**config.mk**
```make
export PLATFORM = sky130hd
export DESIGN_NAME = frogger_top
export DESIGN_NICKNAME = d
export VERILOG_FILES = /design/src/source/frogger_pkg.sv /design/src/source/frogger_top.sv /design/src/source/score_display.sv /design/src/source/collision_detect.sv /design/src/source/obstacle_lanes.sv /design/src/source/frog_movement.sv /design/src/source/step_timer.sv /design/src/source/game_fsm.sv /design/src/source/debounce_filter.sv
export VERILOG_INCLUDE_DIRS = /design/src /design/src/source
export SDC_FILE = /design/constraint.sdc
export NUM_CORES = 1
export LEC_CHECK = 0
export CORE_MARGIN = 5
export CORE_UTILIZATION = 50
export DETAILED_ROUTE_END_ITERATION = 16
export DONT_BUFFER_PORTS = 1
export SLEW_MARGIN = 20
export SYNTH_ARGS = -nofsm -noshare
export SYNTH_HDL_FRONTEND = slang
export SYNTH_SLANG_ARGS = --single-unit
```
**constraint.sdc**
```tcl
create_clock -name i_Clk -period 2.7 [get_ports i_Clk]
set_clock_uncertainty 0.2 [all_clocks]
set_input_delay 0.27 -clock i_Clk [delete_from_list [all_inputs] [get_ports i_Clk]]
set_output_delay 0.27 -clock i_Clk [all_outputs]
set_load 0.01 [all_outputs]
```
**src/source/frogger_macros.svh**
```systemverilog
`ifndef FROGGER_MACROS_SVH
`define FROGGER_MACROS_SVH

// Playfield
`define NUM_COLS        16
`define GOAL_ROW        5
`define FROG_START_COL  7

// Switch filtering, in clock cycles
`define DEBOUNCE_LIMIT  8

// Car-step period, in clock cycles
`define STEP_BASE       64
`define STEP_DEC        4
`define STEP_MIN        16

// Lane direction generator
`define LFSR_SEED       8'hA5

// Car start columns
`define CAR_START_0     0
`define CAR_START_1     4
`define CAR_START_2     8
`define CAR_START_3     12

`endif
```
**src/source/frogger_pkg.sv**
```systemverilog
`default_nettype none

package frogger_pkg;

    // Grid coordinates
    typedef logic [3:0] col_t;
    typedef logic [2:0] row_t;

    typedef struct packed {
        row_t row;
        col_t col;
    } frog_pos_t;

    // Two-digit decimal score
    typedef logic [3:0] digit_t;

    typedef struct packed {
        digit_t tens;
        digit_t ones;
    } score_t;

    // Bit 6 is segment a, bit 0 is segment g
    typedef logic [6:0] seg_t;

    typedef logic [3:0] level_t;

    typedef struct packed {
        logic up;
        logic left;
        logic right;
        logic down;
    } switch_t;

    // Lane k runs along row k+1
    typedef struct packed {
        col_t lane0;
        col_t lane1;
        col_t lane2;
        col_t lane3;
    } car_lanes_t;

    typedef enum logic {
        ST_IDLE    = 1'b0,
        ST_RUNNING = 1'b1
    } game_state_e;

endpackage

`default_nettype wire

```
**src/source/frogger_top.sv**
```systemverilog
`timescale 1ns/1ps
`default_nettype none

module frogger_top (
    input  wire                         i_Clk,
    input  wire                         i_rst_n,
    input  wire frogger_pkg::switch_t   i_switch,
    output frogger_pkg::frog_pos_t      o_frog,
    output frogger_pkg::car_lanes_t     o_cars,
    output logic                        o_game_active,
    output frogger_pkg::level_t         o_level,
    output frogger_pkg::score_t         o_score,
    output frogger_pkg::seg_t           o_seg_tens,
    output frogger_pkg::seg_t           o_seg_ones
);

    wire frogger_pkg::switch_t w_switch;
    logic                      w_start;
    logic                      w_level_up;
    logic                      w_car_step;
    logic                      w_collided;

    // One filter per push switch
    for (genvar k = 0; k < 4; k++)
    begin : g_debounce
        debounce_filter u_debounce (
            .i_Clk    (i_Clk),
            .i_rst_n  (i_rst_n),
            .i_switch (i_switch[k]),
            .o_switch (w_switch[k])
        );
    end

    game_fsm u_game_fsm (
        .i_Clk         (i_Clk),
        .i_rst_n       (i_rst_n),
        .i_switch      (w_switch),
        .i_collided    (w_collided),
        .o_start       (w_start),
        .o_game_active (o_game_active)
    );

    step_timer u_step_timer (
        .i_Clk         (i_Clk),
        .i_rst_n       (i_rst_n),
        .i_start       (w_start),
        .i_game_active (o_game_active),
        .i_level_up    (w_level_up),
        .o_level       (o_level),
        .o_car_step    (w_car_step)
    );

    frog_movement u_frog_movement (
        .i_Clk         (i_Clk),
        .i_rst_n       (i_rst_n),
        .i_switch      (w_switch),
        .i_start       (w_start),
        .i_game_active (o_game_active),
        .i_collided    (w_collided),
        .o_frog        (o_frog),
        .o_score       (o_score),
        .o_level_up    (w_level_up)
    );

    obstacle_lanes u_obstacle_lanes (
        .i_Clk      (i_Clk),
        .i_rst_n    (i_rst_n),
        .i_start    (w_start),
        .i_level_up (w_level_up),
        .i_car_step (w_car_step),
        .o_cars     (o_cars)
    );

    collision_detect u_collision_detect (
        .i_Clk         (i_Clk),
        .i_rst_n       (i_rst_n),
        .i_frog        (o_frog),
        .i_cars        (o_cars),
        .i_game_active (o_game_active),
        .o_collided    (w_collided)
    );

    score_display u_score_display (
        .i_Clk      (i_Clk),
        .i_rst_n    (i_rst_n),
        .i_score    (o_score),
        .o_seg_tens (o_seg_tens),
        .o_seg_ones (o_seg_ones)
    );

endmodule

`default_nettype wire

```
**src/source/score_display.sv**
```systemverilog
`timescale 1ns/1ps
`default_nettype none

module score_display (
    input  wire                     i_Clk,
    input  wire                     i_rst_n,
    input  wire frogger_pkg::score_t i_score,
    output frogger_pkg::seg_t       o_seg_tens,
    output frogger_pkg::seg_t       o_seg_ones
);

    // Segments a..g, active high
    function automatic frogger_pkg::seg_t digit_to_seg(frogger_pkg::digit_t digit);
        case (digit)
            4'd0:    return 7'h7E;
            4'd1:    return 7'h30;
            4'd2:    return 7'h6D;
            4'd3:    return 7'h79;
            4'd4:    return 7'h33;
            4'd5:    return 7'h5B;
            4'd6:    return 7'h5F;
            4'd7:    return 7'h70;
            4'd8:    return 7'h7F;
            4'd9:    return 7'h7B;
            default: return 7'h00;
        endcase
    endfunction

    always_ff @(posedge i_Clk or negedge i_rst_n)
    begin
        if (!i_rst_n)
        begin
            // Show 00 out of reset
            o_seg_tens <= digit_to_seg('0);
            o_seg_ones <= digit_to_seg('0);
        end
        else
        begin
            o_seg_tens <= digit_to_seg(i_score.tens);
            o_seg_ones <= digit_to_seg(i_score.ones);
        end
    end

endmodule

`default_nettype wire

```
**src/source/collision_detect.sv**
```systemverilog
`timescale 1ns/1ps
`default_nettype none

module collision_detect (
    input  wire                         i_Clk,
    input  wire                         i_rst_n,
    input  wire frogger_pkg::frog_pos_t i_frog,
    input  wire frogger_pkg::car_lanes_t i_cars,
    input  wire                         i_game_active,
    output logic                        o_collided
);

    frogger_pkg::col_t w_lane_col [4];
    logic              w_hit;
    logic              r_overlap;
    logic              r_overlap_d;

    // Lane k sits on row k+1
    always_comb
    begin
        w_lane_col[0] = i_cars.lane0;
        w_lane_col[1] = i_cars.lane1;
        w_lane_col[2] = i_cars.lane2;
        w_lane_col[3] = i_cars.lane3;
        w_hit = 1'b0;
        for (int k = 0; k < 4; k++)
        begin
            if ((i_frog.row == frogger_pkg::row_t'(k + 1)) && (i_frog.col == w_lane_col[k]))
                w_hit = 1'b1;
        end
    end

    always_ff @(posedge i_Clk or negedge i_rst_n)
    begin
        if (!i_rst_n)
        begin
            r_overlap   <= 1'b0;
            r_overlap_d <= 1'b0;
        end
        else
        begin
            r_overlap   <= i_game_active && w_hit;
            r_overlap_d <= r_overlap;
        end
    end

    // First cycle of an overlap only
    assign o_collided = r_overlap && !r_overlap_d;

endmodule

`default_nettype wire

```
**src/source/obstacle_lanes.sv**
```systemverilog
`timescale 1ns/1ps
`default_nettype none

`include "frogger_macros.svh"

module obstacle_lanes (
    input  wire                     i_Clk,
    input  wire                     i_rst_n,
    input  wire                     i_start,
    input  wire                     i_level_up,
    input  wire                     i_car_step,
    output frogger_pkg::car_lanes_t o_cars
);

    localparam int NUM_LANES = 4;

    localparam frogger_pkg::col_t START_COL [NUM_LANES] = '{
        frogger_pkg::col_t'(`CAR_START_0),
        frogger_pkg::col_t'(`CAR_START_1),
        frogger_pkg::col_t'(`CAR_START_2),
        frogger_pkg::col_t'(`CAR_START_3)
    };

    logic [7:0]             r_lfsr;
    logic [7:0]             w_lfsr_next;
    logic [NUM_LANES-1:0]   r_dir;
    frogger_pkg::col_t      r_cars [NUM_LANES];

    // Taps 8, 6, 5, 4
    assign w_lfsr_next = {r_lfsr[6:0], r_lfsr[7] ^ r_lfsr[5] ^ r_lfsr[4] ^ r_lfsr[3]};

    always_ff @(posedge i_Clk or negedge i_rst_n)
    begin
        if (!i_rst_n)
        begin
            r_lfsr <= `LFSR_SEED;
            r_dir  <= '0;
            for (int k = 0; k < NUM_LANES; k++)
                r_cars[k] <= START_COL[k];
        end
        else
        begin
            // New directions each round and each level
            if (i_start || i_level_up)
            begin
                r_lfsr <= w_lfsr_next;
                r_dir  <= w_lfsr_next[NUM_LANES-1:0];
            end

            if (i_start)
            begin
                for (int k = 0; k < NUM_LANES; k++)
                    r_cars[k] <= START_COL[k];
            end
            else if (i_car_step)
            begin
                // 4-bit columns wrap on their own
                for (int k = 0; k < NUM_LANES; k++)
                    r_cars[k] <= r_dir[k] ? r_cars[k] + 1'b1 : r_cars[k] - 1'b1;
            end
        end
    end

    always_comb
    begin
        o_cars.lane0 = r_cars[0];
        o_cars.lane1 = r_cars[1];
        o_cars.lane2 = r_cars[2];
        o_cars.lane3 = r_cars[3];
    end

endmodule

`default_nettype wire

```
**src/source/frog_movement.sv**
```systemverilog
`timescale 1ns/1ps
`default_nettype none

`include "frogger_macros.svh"

module frog_movement (
    input  wire                     i_Clk,
    input  wire                     i_rst_n,
    input  wire frogger_pkg::switch_t i_switch,
    input  wire                     i_start,
    input  wire                     i_game_active,
    input  wire                     i_collided,
    output frogger_pkg::frog_pos_t  o_frog,
    output frogger_pkg::score_t     o_score,
    output logic                    o_level_up
);

    localparam frogger_pkg::frog_pos_t START_POS = '{
        row: '0,
        col: frogger_pkg::col_t'(`FROG_START_COL)
    };

    frogger_pkg::switch_t   r_switch_prev;
    frogger_pkg::switch_t   w_rise;
    frogger_pkg::frog_pos_t w_frog_next;
    frogger_pkg::score_t    w_score_next;
    logic                   w_goal;

    assign w_rise = i_switch & ~r_switch_prev;

    // One move per press, up first if several arrive together
    always_comb
    begin
        w_frog_next = o_frog;
        w_goal      = 1'b0;
        if (w_rise.up)
        begin
            if (o_frog.row == frogger_pkg::row_t'(`GOAL_ROW - 1))
                w_goal = 1'b1;
            else
                w_frog_next.row = o_frog.row + 1'b1;
        end
        else if (w_rise.down)
        begin
            if (o_frog.row != '0)
                w_frog_next.row = o_frog.row - 1'b1;
        end
        else if (w_rise.left)
        begin
            if (o_frog.col != '0)
                w_frog_next.col = o_frog.col - 1'b1;
        end
        else if (w_rise.right)
        begin
            if (o_frog.col != frogger_pkg::col_t'(`NUM_COLS - 1))
                w_frog_next.col = o_frog.col + 1'b1;
        end
    end

    // BCD increment, 99 rolls over to 00
    always_comb
    begin
        w_score_next = o_score;
        if (o_score.ones == 4'd9)
        begin
            w_score_next.ones = '0;
            w_score_next.tens = (o_score.tens == 4'd9) ? '0 : o_score.tens + 1'b1;
        end
        else
        begin
            w_score_next.ones = o_score.ones + 1'b1;
        end
    end

    always_ff @(posedge i_Clk or negedge i_rst_n)
    begin
        if (!i_rst_n)
        begin
            r_switch_prev <= '0;
            o_frog        <= START_POS;
            o_score       <= '0;
            o_level_up    <= 1'b0;
        end
        else
        begin
            r_switch_prev <= i_switch;
            o_level_up    <= 1'b0;
            if (i_start)
            begin
                o_frog  <= START_POS;
                o_score <= '0;
            end
            else if (i_game_active)
            begin
                if (i_collided)
                begin
                    o_frog <= START_POS;
                end
                else if (w_goal)
                begin
                    o_frog     <= START_POS;
                    o_score    <= w_score_next;
                    o_level_up <= 1'b1;
                end
                else
                begin
                    o_frog <= w_frog_next;
                end
            end
        end
    end

    a_row_below_goal : assert property (
        @(posedge i_Clk) disable iff (!i_rst_n)
        o_frog.row < frogger_pkg::row_t'(`GOAL_ROW)
    ) else $error("frog row reached the goal row without a reset to start");

    a_score_decimal : assert property (
        @(posedge i_Clk) disable iff (!i_rst_n)
        (o_score.tens <= 4'd9) && (o_score.ones <= 4'd9)
    ) else $error("score digit above 9");

endmodule

`default_nettype wire

```
**src/source/step_timer.sv**
```systemverilog
`timescale 1ns/1ps
`default_nettype none

`include "frogger_macros.svh"

module step_timer (
    input  wire                  i_Clk,
    input  wire                  i_rst_n,
    input  wire                  i_start,
    input  wire                  i_game_active,
    input  wire                  i_level_up,
    output frogger_pkg::level_t  o_level,
    output logic                 o_car_step
);

    localparam int CNT_W = $clog2(`STEP_BASE);

    logic [CNT_W-1:0] r_count;

    // Period minus one, shorter at higher levels, floored at the minimum
    function automatic logic [CNT_W-1:0] reload_value(frogger_pkg::level_t lvl);
        int period;
        period = `STEP_BASE - int'(lvl) * `STEP_DEC;
        if (period < `STEP_MIN)
            period = `STEP_MIN;
        return CNT_W'(period - 1);
    endfunction

    always_ff @(posedge i_Clk or negedge i_rst_n)
    begin
        if (!i_rst_n)
        begin
            o_level    <= '0;
            r_count    <= CNT_W'(`STEP_BASE - 1);
            o_car_step <= 1'b0;
        end
        else
        begin
            o_car_step <= 1'b0;
            if (i_start)
            begin
                o_level <= '0;
                r_count <= CNT_W'(`STEP_BASE - 1);
            end
            else
            begin
                // Saturate at the top level
                if (i_level_up && (o_level != '1))
                    o_level <= o_level + 1'b1;

                if (i_game_active)
                begin
                    if (r_count == '0)
                    begin
                        r_count    <= reload_value(o_level);
                        o_car_step <= 1'b1;
                    end
                    else
                    begin
                        r_count <= r_count - 1'b1;
                    end
                end
            end
        end
    end

    a_step_single : assert property (
        @(posedge i_Clk) disable iff (!i_rst_n)
        o_car_step |=> !o_car_step
    ) else $error("car-step strobe held for more than one cycle");

endmodule

`default_nettype wire

```
**src/source/game_fsm.sv**
```systemverilog
`timescale 1ns/1ps
`default_nettype none

module game_fsm (
    input  wire                   i_Clk,
    input  wire                   i_rst_n,
    input  wire frogger_pkg::switch_t i_switch,
    input  wire                   i_collided,
    output logic                  o_start,
    output logic                  o_game_active
);

    frogger_pkg::game_state_e r_state;
    logic                     w_all_held;

    assign w_all_held = &i_switch;

    always_ff @(posedge i_Clk or negedge i_rst_n)
    begin
        if (!i_rst_n)
        begin
            r_state <= frogger_pkg::ST_IDLE;
            o_start <= 1'b0;
        end
        else
        begin
            o_start <= 1'b0;
            case (r_state)
                frogger_pkg::ST_IDLE:
                begin
                    // All four held together starts a round
                    if (w_all_held)
                    begin
                        r_state <= frogger_pkg::ST_RUNNING;
                        o_start <= 1'b1;
                    end
                end
                frogger_pkg::ST_RUNNING:
                begin
                    if (i_collided)
                        r_state <= frogger_pkg::ST_IDLE;
                end
                default:
                begin
                    r_state <= frogger_pkg::ST_IDLE;
                end
            endcase
        end
    end

    assign o_game_active = (r_state == frogger_pkg::ST_RUNNING);

    a_start_from_idle : assert property (
        @(posedge i_Clk) disable iff (!i_rst_n)
        o_start |-> ($past(r_state) == frogger_pkg::ST_IDLE) && o_game_active
    ) else $error("start strobe without an idle to running transition");

    a_start_single : assert property (
        @(posedge i_Clk) disable iff (!i_rst_n)
        o_start |=> !o_start
    ) else $error("start strobe held for more than one cycle");

endmodule

`default_nettype wire

```
**src/source/debounce_filter.sv**
```systemverilog
`timescale 1ns/1ps
`default_nettype none

`include "frogger_macros.svh"

module debounce_filter (
    input  wire  i_Clk,
    input  wire  i_rst_n,
    input  wire  i_switch,
    output logic o_switch
);

    localparam int CNT_W = $clog2(`DEBOUNCE_LIMIT + 1);

    logic [CNT_W-1:0] r_count;

    // Count only while the raw input disagrees with the filtered level
    always_ff @(posedge i_Clk or negedge i_rst_n)
    begin
        if (!i_rst_n)
        begin
            r_count  <= '0;
            o_switch <= 1'b0;
        end
        else if (i_switch != o_switch)
        begin
            if (r_count == CNT_W'(`DEBOUNCE_LIMIT - 1))
            begin
                o_switch <= i_switch;
                r_count  <= '0;
            end
            else
            begin
                r_count <= r_count + 1'b1;
            end
        end
        else
        begin
            r_count <= '0;
        end
    end

    a_change_needs_limit : assert property (
        @(posedge i_Clk) disable iff (!i_rst_n)
        (o_switch != $past(o_switch)) |-> ($past(r_count) == CNT_W'(`DEBOUNCE_LIMIT - 1))
    ) else $error("debounce output changed before the limit was reached");

endmodule

`default_nettype wire

```
Word-level counts from Yosys, hierarchy flattened
Memory sizes are Yosys's and may differ from the RTL's. A register that Yosys moved wholly into a read port is not among the register bits.
Cells that the tools add are included.
{"block": "word_totals", "register_bits": 83, "latch_bits": 0, "inputBits": 6, "ram_bits": 0, "memories": 2, "romBits": 224}
{"block": "op_classes", "n_bitwise": 6, "n_mul": 0, "shifts": 0, "muxes": 61, "reduce_logical": 32, "addsub": 22, "n_lt_le_gt_ge": 1, "eq_ne": 25, "div": 0}
{"memory": "(no name shown)", "words": 16, "word_bits": 7, "rd": 1, "rd_ports_with_merged_regs": 1, "write_ports": 0, "line": "score_display.sv:14", "rtl": "case (digit)"}
{"memory": "(no name shown)", "words": 16, "word_bits": 7, "rd": 1, "rd_ports_with_merged_regs": 1, "write_ports": 0, "line": "score_display.sv:14"}
{"operator": "$mux W4", "count": 23}
{"operator": "$add A4 B1 Y4 const B", "count": 12}
{"operator": "$mux W6", "count": 7}
{"operator": "$mux W16", "count": 2}
{"operator": "$mux W8", "count": 4}
{"operator": "$mux W7", "count": 4}
{"operator": "$reduce_bool A5 Y1", "count": 4}
{"operator": "$sub A4 B1 Y4 const B", "count": 5}
{"operator": "$eq A4 B3 Y1 const B", "count": 4}
{"operator": "$eq A4 B4 Y1", "count": 4}
{"operator": "$mux W1", "count": 16}
{"operator": "$mux W3", "count": 4}
{"operator": "$reduce_and A4 Y1", "count": 3}
{"operator": "$ne A5 B4 Y1 const B", "count": 2}
{"operator": "$reduce_bool A2 Y1", "count": 5}
{"operator": "$eq A4 B4 Y1 const B", "count": 2}
{"operator": "$lt A8 B6 Y1 const B", "count": 1}
{"operator": "$ne A4 B3 Y1 const B", "count": 2}
{"operator": "$ne A4 B4 Y1 const B", "count": 2}
{"operator": "$reduce_and A2 Y1", "count": 4}
{"operator": "$sub A7 B6 Y8 const A", "count": 1}
{"operator": "$logic_and A1 B1 Y1", "count": 7}
{"operator": "$eq A3 B2 Y1 const B", "count": 2}
{"operator": "$logic_not A6 Y1", "count": 1}
{"operator": "other kinds (19)", "count": 26}

Depth between registers and ports, before layout
{"block": "depth", "depth_word": 10, "ltp_mapped": 12}

Cells and area by module
A second synthesis with hierarchy kept.
{"block": "unflattened", "cells_unflattened": 521, "area_unflattened_um2": 5490.3}
{"mod": "obstacle_lanes", "instances": 1, "seq_area_each_um2": 660.6, "cells_per_inst": 136, "area_per_inst_um2": 1451.4}
{"mod": "frog_movement", "instances": 1, "seq_area_each_um2": 504.2, "cells_per_inst": 119, "area_per_inst_um2": 1143.6}
{"mod": "debounce_filter", "instances": 4, "seq_area_each_um2": 125.1, "cells_per_inst": 17, "area_per_inst_um2": 235.2}
{"mod": "score_display", "instances": 1, "seq_area_each_um2": 365.4, "cells_per_inst": 70, "area_per_inst_um2": 814.5}
{"mod": "step_timer", "instances": 1, "seq_area_each_um2": 282.8, "cells_per_inst": 91, "area_per_inst_um2": 800.8}
{"mod": "collision_detect", "instances": 1, "seq_area_each_um2": 50.0, "cells_per_inst": 32, "area_per_inst_um2": 269.0}
{"mod": "game_fsm", "instances": 1, "seq_area_each_um2": 50.0, "cells_per_inst": 5, "area_per_inst_um2": 70.1}

Least setup slack after synthesis
OpenSTA, ideal clock, no wires.
{"block": "synth_path", "path_type": "register to register", "from": "register u_step_timer.o_level[0]", "to": "register u_step_timer.r_count[3]", "path_slack_ns": 0.448, "period_less_slack_ns": 2.252, "path_stages_with_launch": 13, "n_path_buf": 1, "setup_ns": 0.073, "arrival_time_ns": 1.979, "required_ns": 2.427, "cell_sequence": "dfrtp_1 > clkbuf_1 > inv_1 > ha_1 > nor2b_1 > o21ai_0 > nand2_1 > nand2_1 > nand2_1 > ha_1 > a22oi_1 > nor2b_1 > o21bai_1"}
{"block": "synth_via", "elab_chain_cells": 10}
{"element": "from (decl)", "line": "step_timer.sv:12", "rtl": "output frogger_pkg::level_t o_level,"}
{"element": "from (signal assigned)", "line": "step_timer.sv:49", "rtl": "o_level <= o_level + 1'b1;"}
{"element": "$sub A7 B6 Y8 (no line) (*)"}
{"element": "$lt A8 B6 Y1 (no line)"}
{"element": "$mux W6 (*)", "line": "step_timer.sv:24", "rtl": "if (period < `STEP_MIN)"}
{"element": "$mux W6 (*)", "line": "step_timer.sv:53", "rtl": "if (r_count == '0)"}
{"element": "$mux W6 (*)", "line": "step_timer.sv:51", "rtl": "if (i_game_active)"}
{"element": "$mux W6 (*)", "line": "step_timer.sv:40", "rtl": "if (i_start)"}
{"element": "$sub A6 B2 Y6 (*)", "line": "step_timer.sv:26", "rtl": "return CNT_W'(period - 1);"}
{"element": "$mux W6 (*)", "line": "step_timer.sv:53"}
{"element": "$mux W6 (*)", "line": "step_timer.sv:51"}
{"element": "$mux W6 (*)", "line": "step_timer.sv:40"}
{"element": "to (signal assigned)", "line": "step_timer.sv:43", "rtl": "r_count <= CNT_W'(`STEP_BASE - 1);"}
{"element": "to (signal assigned)", "line": "step_timer.sv:55", "rtl": "r_count <= reload_value(o_level);"}
{"element": "to (signal assigned)", "line": "step_timer.sv:60", "rtl": "r_count <= r_count - 1'b1;"}
{"element": "to (decl)", "line": "step_timer.sv:18", "rtl": "logic [CNT_W-1:0] r_count;"}
Every way passes the cells marked *; elsewhere a longest branch is shown, timed or not. The select of a mux whose other input is x is not followed.
A chain may end at the register's enable or synchronous reset.

Worst setup path after layout
{"block": "layout_path", "from": "register u_step_timer.o_level[1]", "to": "register u_step_timer.r_count[3]"}
Same word-level chain as after synthesis.

==> summary.txt <==
Status
  – Status: finished clean

STA
  – Period utilisation layout: between 80% and 90%
  – Count of final setup violators: 0
  – Final hold slack: 0.201 ns
  – Max-slew violations: 0
  – Final Hold Vio Count: 0
  – Minimum clock period after layout: 2.30 ns
  – Fmax: 0.435 GHz
  – Worst slew margin: 61.4%
  – RSZ-0062 raised after global routing: no
  – Post-route setup TNS: 0 ns
  – Worst slew pin tran: 0.579 ns

Layout
  – Syn-to-layout area delta: 7.23%
  – Finished Cell Area: 5660 µm²
  – Diode count: 0
  – Fraction of layout cells with a size suffix above 1: 13.2%
  – Nets: 571

Power and ir drop
  – Total leakage power: around 2.6 nW
  – Internal: 2.33 mW
  – Clock power share: 28.9%
  – Power per cell area: 590 nW/µm²
  – Maximum vdd drop: 0.382 mV
  – Logic pwr share: between 15 and 20%
  – Sw Ratio: 30.3%
  – Sequential Power Share: a little over half
  – NetSw: 1.01 mW

Synth
  – Share of the synthesized area in the top cell type: 31.3%
  – Top-count cell post-synth: dfrtp_1
  – Synthesized instance count: 519
  – Synth area leaders: dfrtp_1, dfstp_2, ha_1, xnor2_1, nor2_1
  – Ys async rst share: 100%
  – Synthesized net count: between 500 and 600
  – #FFs+latches synth: 95
  – Warnings, synthesis: 0
  – Mapped cell area: 5280 µm²
  – Post-synth EDFFs: 0
  – Distinct cells, synth: 58
  – Post-synth top cells: dfrtp_1, nor2_1, ha_1, nand2_1, xnor2_1
  – Share of the yosys chip area belonging to registers: a little under half
  – Mean post-synth cell area: 10.2 µm²
  – Main synth FF type: dfrtp_1
  – Area leader, netlist: dfrtp_1

Setup path
  – Largest stage delay, worst path: 0.57 ns
  – Critical Path, Cell by Cell: inv_1 -> ha_1 -> nor2b_1 -> o21ai_0 -> nand2_1 -> nand2_1 -> nand2_1 -> ha_1 -> a22oi_1 -> nor2b_1 -> o21bai_1
  – Worst path top cell family by delay: flip-flops
  – Crit path capture type: flop
  – Crit start category: flop
  – Max stage delay cell, worst path: dfrtp_1
  – Most frequent cell on the critical path: nand2_1
  – WS Path Type: flop to flop
  – Max Fanout on Critical Path: 11
  – CP Buf/Inv Count: 1
  – Data required, critical path: 2.79 ns
  – CP Data Arrival Time: 2.39 ns

Detailed routing
  – DRC viols: 0
  – Pre-antenna DRT Iters: 4
  – Initial drt markers: 296
  – DR vias/cell: 5.58
  – Final WL: 10300 µm
  – Via count: 3685
  – ANT nets after route: 0
  – DR WL/cell: around 16 µm

Global routing
  – First-pass GRT wire length: 17300 µm
  – Number of global-route vias before repair: ~3.5k
  – Largest net degree at the start of global routing: 96
  – Grt ovf: 0
  – Initial antenna violation count: 0
  – Total GRT Usage: 16.4%

Floorplan
  – Starting Density: 51.1%
  – Die Ht: 113 µm
  – I/O Pins: 56
  – Core Rows: 37
  – Die Area: 12700 µm²
  – Die span in x: between 100 and 150 µm
  – Core region area: between 10000 and 15000 µm²

Min path
  – Hold WC Path Type: flop to flop

Clocking
  – Max Buffers Root-to-Sink: 2
  – Clock-pin transition on the worst setup and hold timing paths: 0.10 ns
  – PostCTS Resize Cnt: 0
  – H-Tree Level Count: 3
  – CTS Sinks: 95
  – CTS Buf Count: 9
  – Post-CTS Hold Fix Bufs: 6
  – CTS tree: built
  – Clk root buf: clkbuf_8
  – Postcts setup bufs: 0
  – Clk_lat worst skew: 0.36 ns

Placement
  – Number of port buffers: 0
  – Cell Area, Placed: 5380 µm²
  – Placer Congestion: 0.782
  – Detailed placement HPWL: 7120 µm

Flow run
  – Number of max-cap violations: 0
## state kept, by name (all words and copies together) (netlist names)
| signal | cells |
|---|---|
| g_debounce.u_debounce.r_count | 16 |
| u_obstacle_lanes.o_cars | 16 |
| u_frog_movement.o_score | 8 |
| u_frog_movement.o_frog | 7 |
| u_obstacle_lanes.r_lfsr | 7 |
| u_score_display.o_seg_ones | 7 |
| u_score_display.o_seg_tens | 7 |
| u_step_timer.r_count | 6 |
| g_debounce.u_debounce.o_switch | 4 |
| u_frog_movement.r_switch_prev | 4 |
| u_step_timer.o_level | 4 |
| u_obstacle_lanes.r_dir | 3 |
| u_collision_detect.r_overlap | 1 |
| u_collision_detect.r_overlap_d | 1 |
| u_frog_movement.o_level_up | 1 |
| u_game_fsm.o_game_active | 1 |
| u_game_fsm.o_start | 1 |
| u_step_timer.o_car_step | 1 |
## path summary, 6_finish.rpt
| check | start | end | slack (ns) | cells past startpoint |
|---|---|---|---|---|
| worst max-delay path | u_step_timer.o_level[1]$_DFFE_PN0P_ | u_step_timer.r_count[3]$_DFFE_PN1N_ | 0.40 | 11 |
| worst max register to register | u_step_timer.o_level[1]$_DFFE_PN0P_ | u_step_timer.r_count[3]$_DFFE_PN1N_ | 0.40 | 11 |
| max in group asynchronous | i_rst_n | u_frog_movement.o_frog[0]$_DFFE_PN1P_ | 1.62 | 2 |
| worst min register to register | u_collision_detect.r_overlap$_DFF_PN0_ | u_collision_detect.r_overlap_d$_DFF_PN0_ | 0.20 | 0 |
| min in group asynchronous | i_rst_n | u_frog_movement.o_score[1]$_DFFE_PN0P_ | 0.29 | 2 |
| worst min-delay path | u_collision_detect.r_overlap$_DFF_PN0_ | u_collision_detect.r_overlap_d$_DFF_PN0_ | 0.20 | 0 |
## power by group through the flow
stage,sequential (mW),clock (mW),combinational [mW]
global placement,1.80,0,0.535
CTS,1.79,0.998,0.599
global route,1.81,1.06,0.685
finish,1.78,0.966,0.593
detailed placement,1.81,0,0.555
floorplan,1.75,0,0.475
## layer usage
metal  track usage (%)  part of all wire (%)
met1              22.3                    45
met2              26.4                    47
met3              3.85                   5.9
met4              4.97                   1.5
met5                 0                     0
## final cells by class
type	instances	area (µm²)
inverters	30	113
well taps	136	170
clock buffers	10	128
repair buffers	11	115
flip-flops and latches	95	2410
multi-input cells	372	2650
fillers	898	4670
clock inverters	6	68.8
## cells in the final DEF (no fill, tap or decap), drive strengths merged, types with 19 or more instances in the layout
cell | netlist | layout
ha | 41 | 41
nand2 | 33 | 33
dfrtp | 66 | 66
nor2 | 46 | 46
a21oi | 30 | 30
dfstp | 29 | 29
inv | 30 | 32
o21ai | 27 | 27
nor3 | 19 | 19
xnor2 | 31 | 31
## logic make-up after synthesis
kind of cell	Yosys count	synth area share, %
xor+xnor	49	8.14
simple gates	164	15.9
mux	14	2.87
flops	95	45.8
compound gates	99	11.7
buf+inv	52	4.03
fa+ha+maj	46	11.6
## metrics by stage
step	power, mW	worst slack, ns	utilization, %	std cells
after floorplan	2.23	0.448	-	519
after global placement	2.34	0.520	52.1	638
final	3.34	0.400	54.8	660
after CTS	3.38	0.385	54.8	660
after global routing	3.56	0.144	54.8	660
after detailed placement	2.37	0.424	52.1	638
No activity file was read; power rests on OpenSTA's default activity.
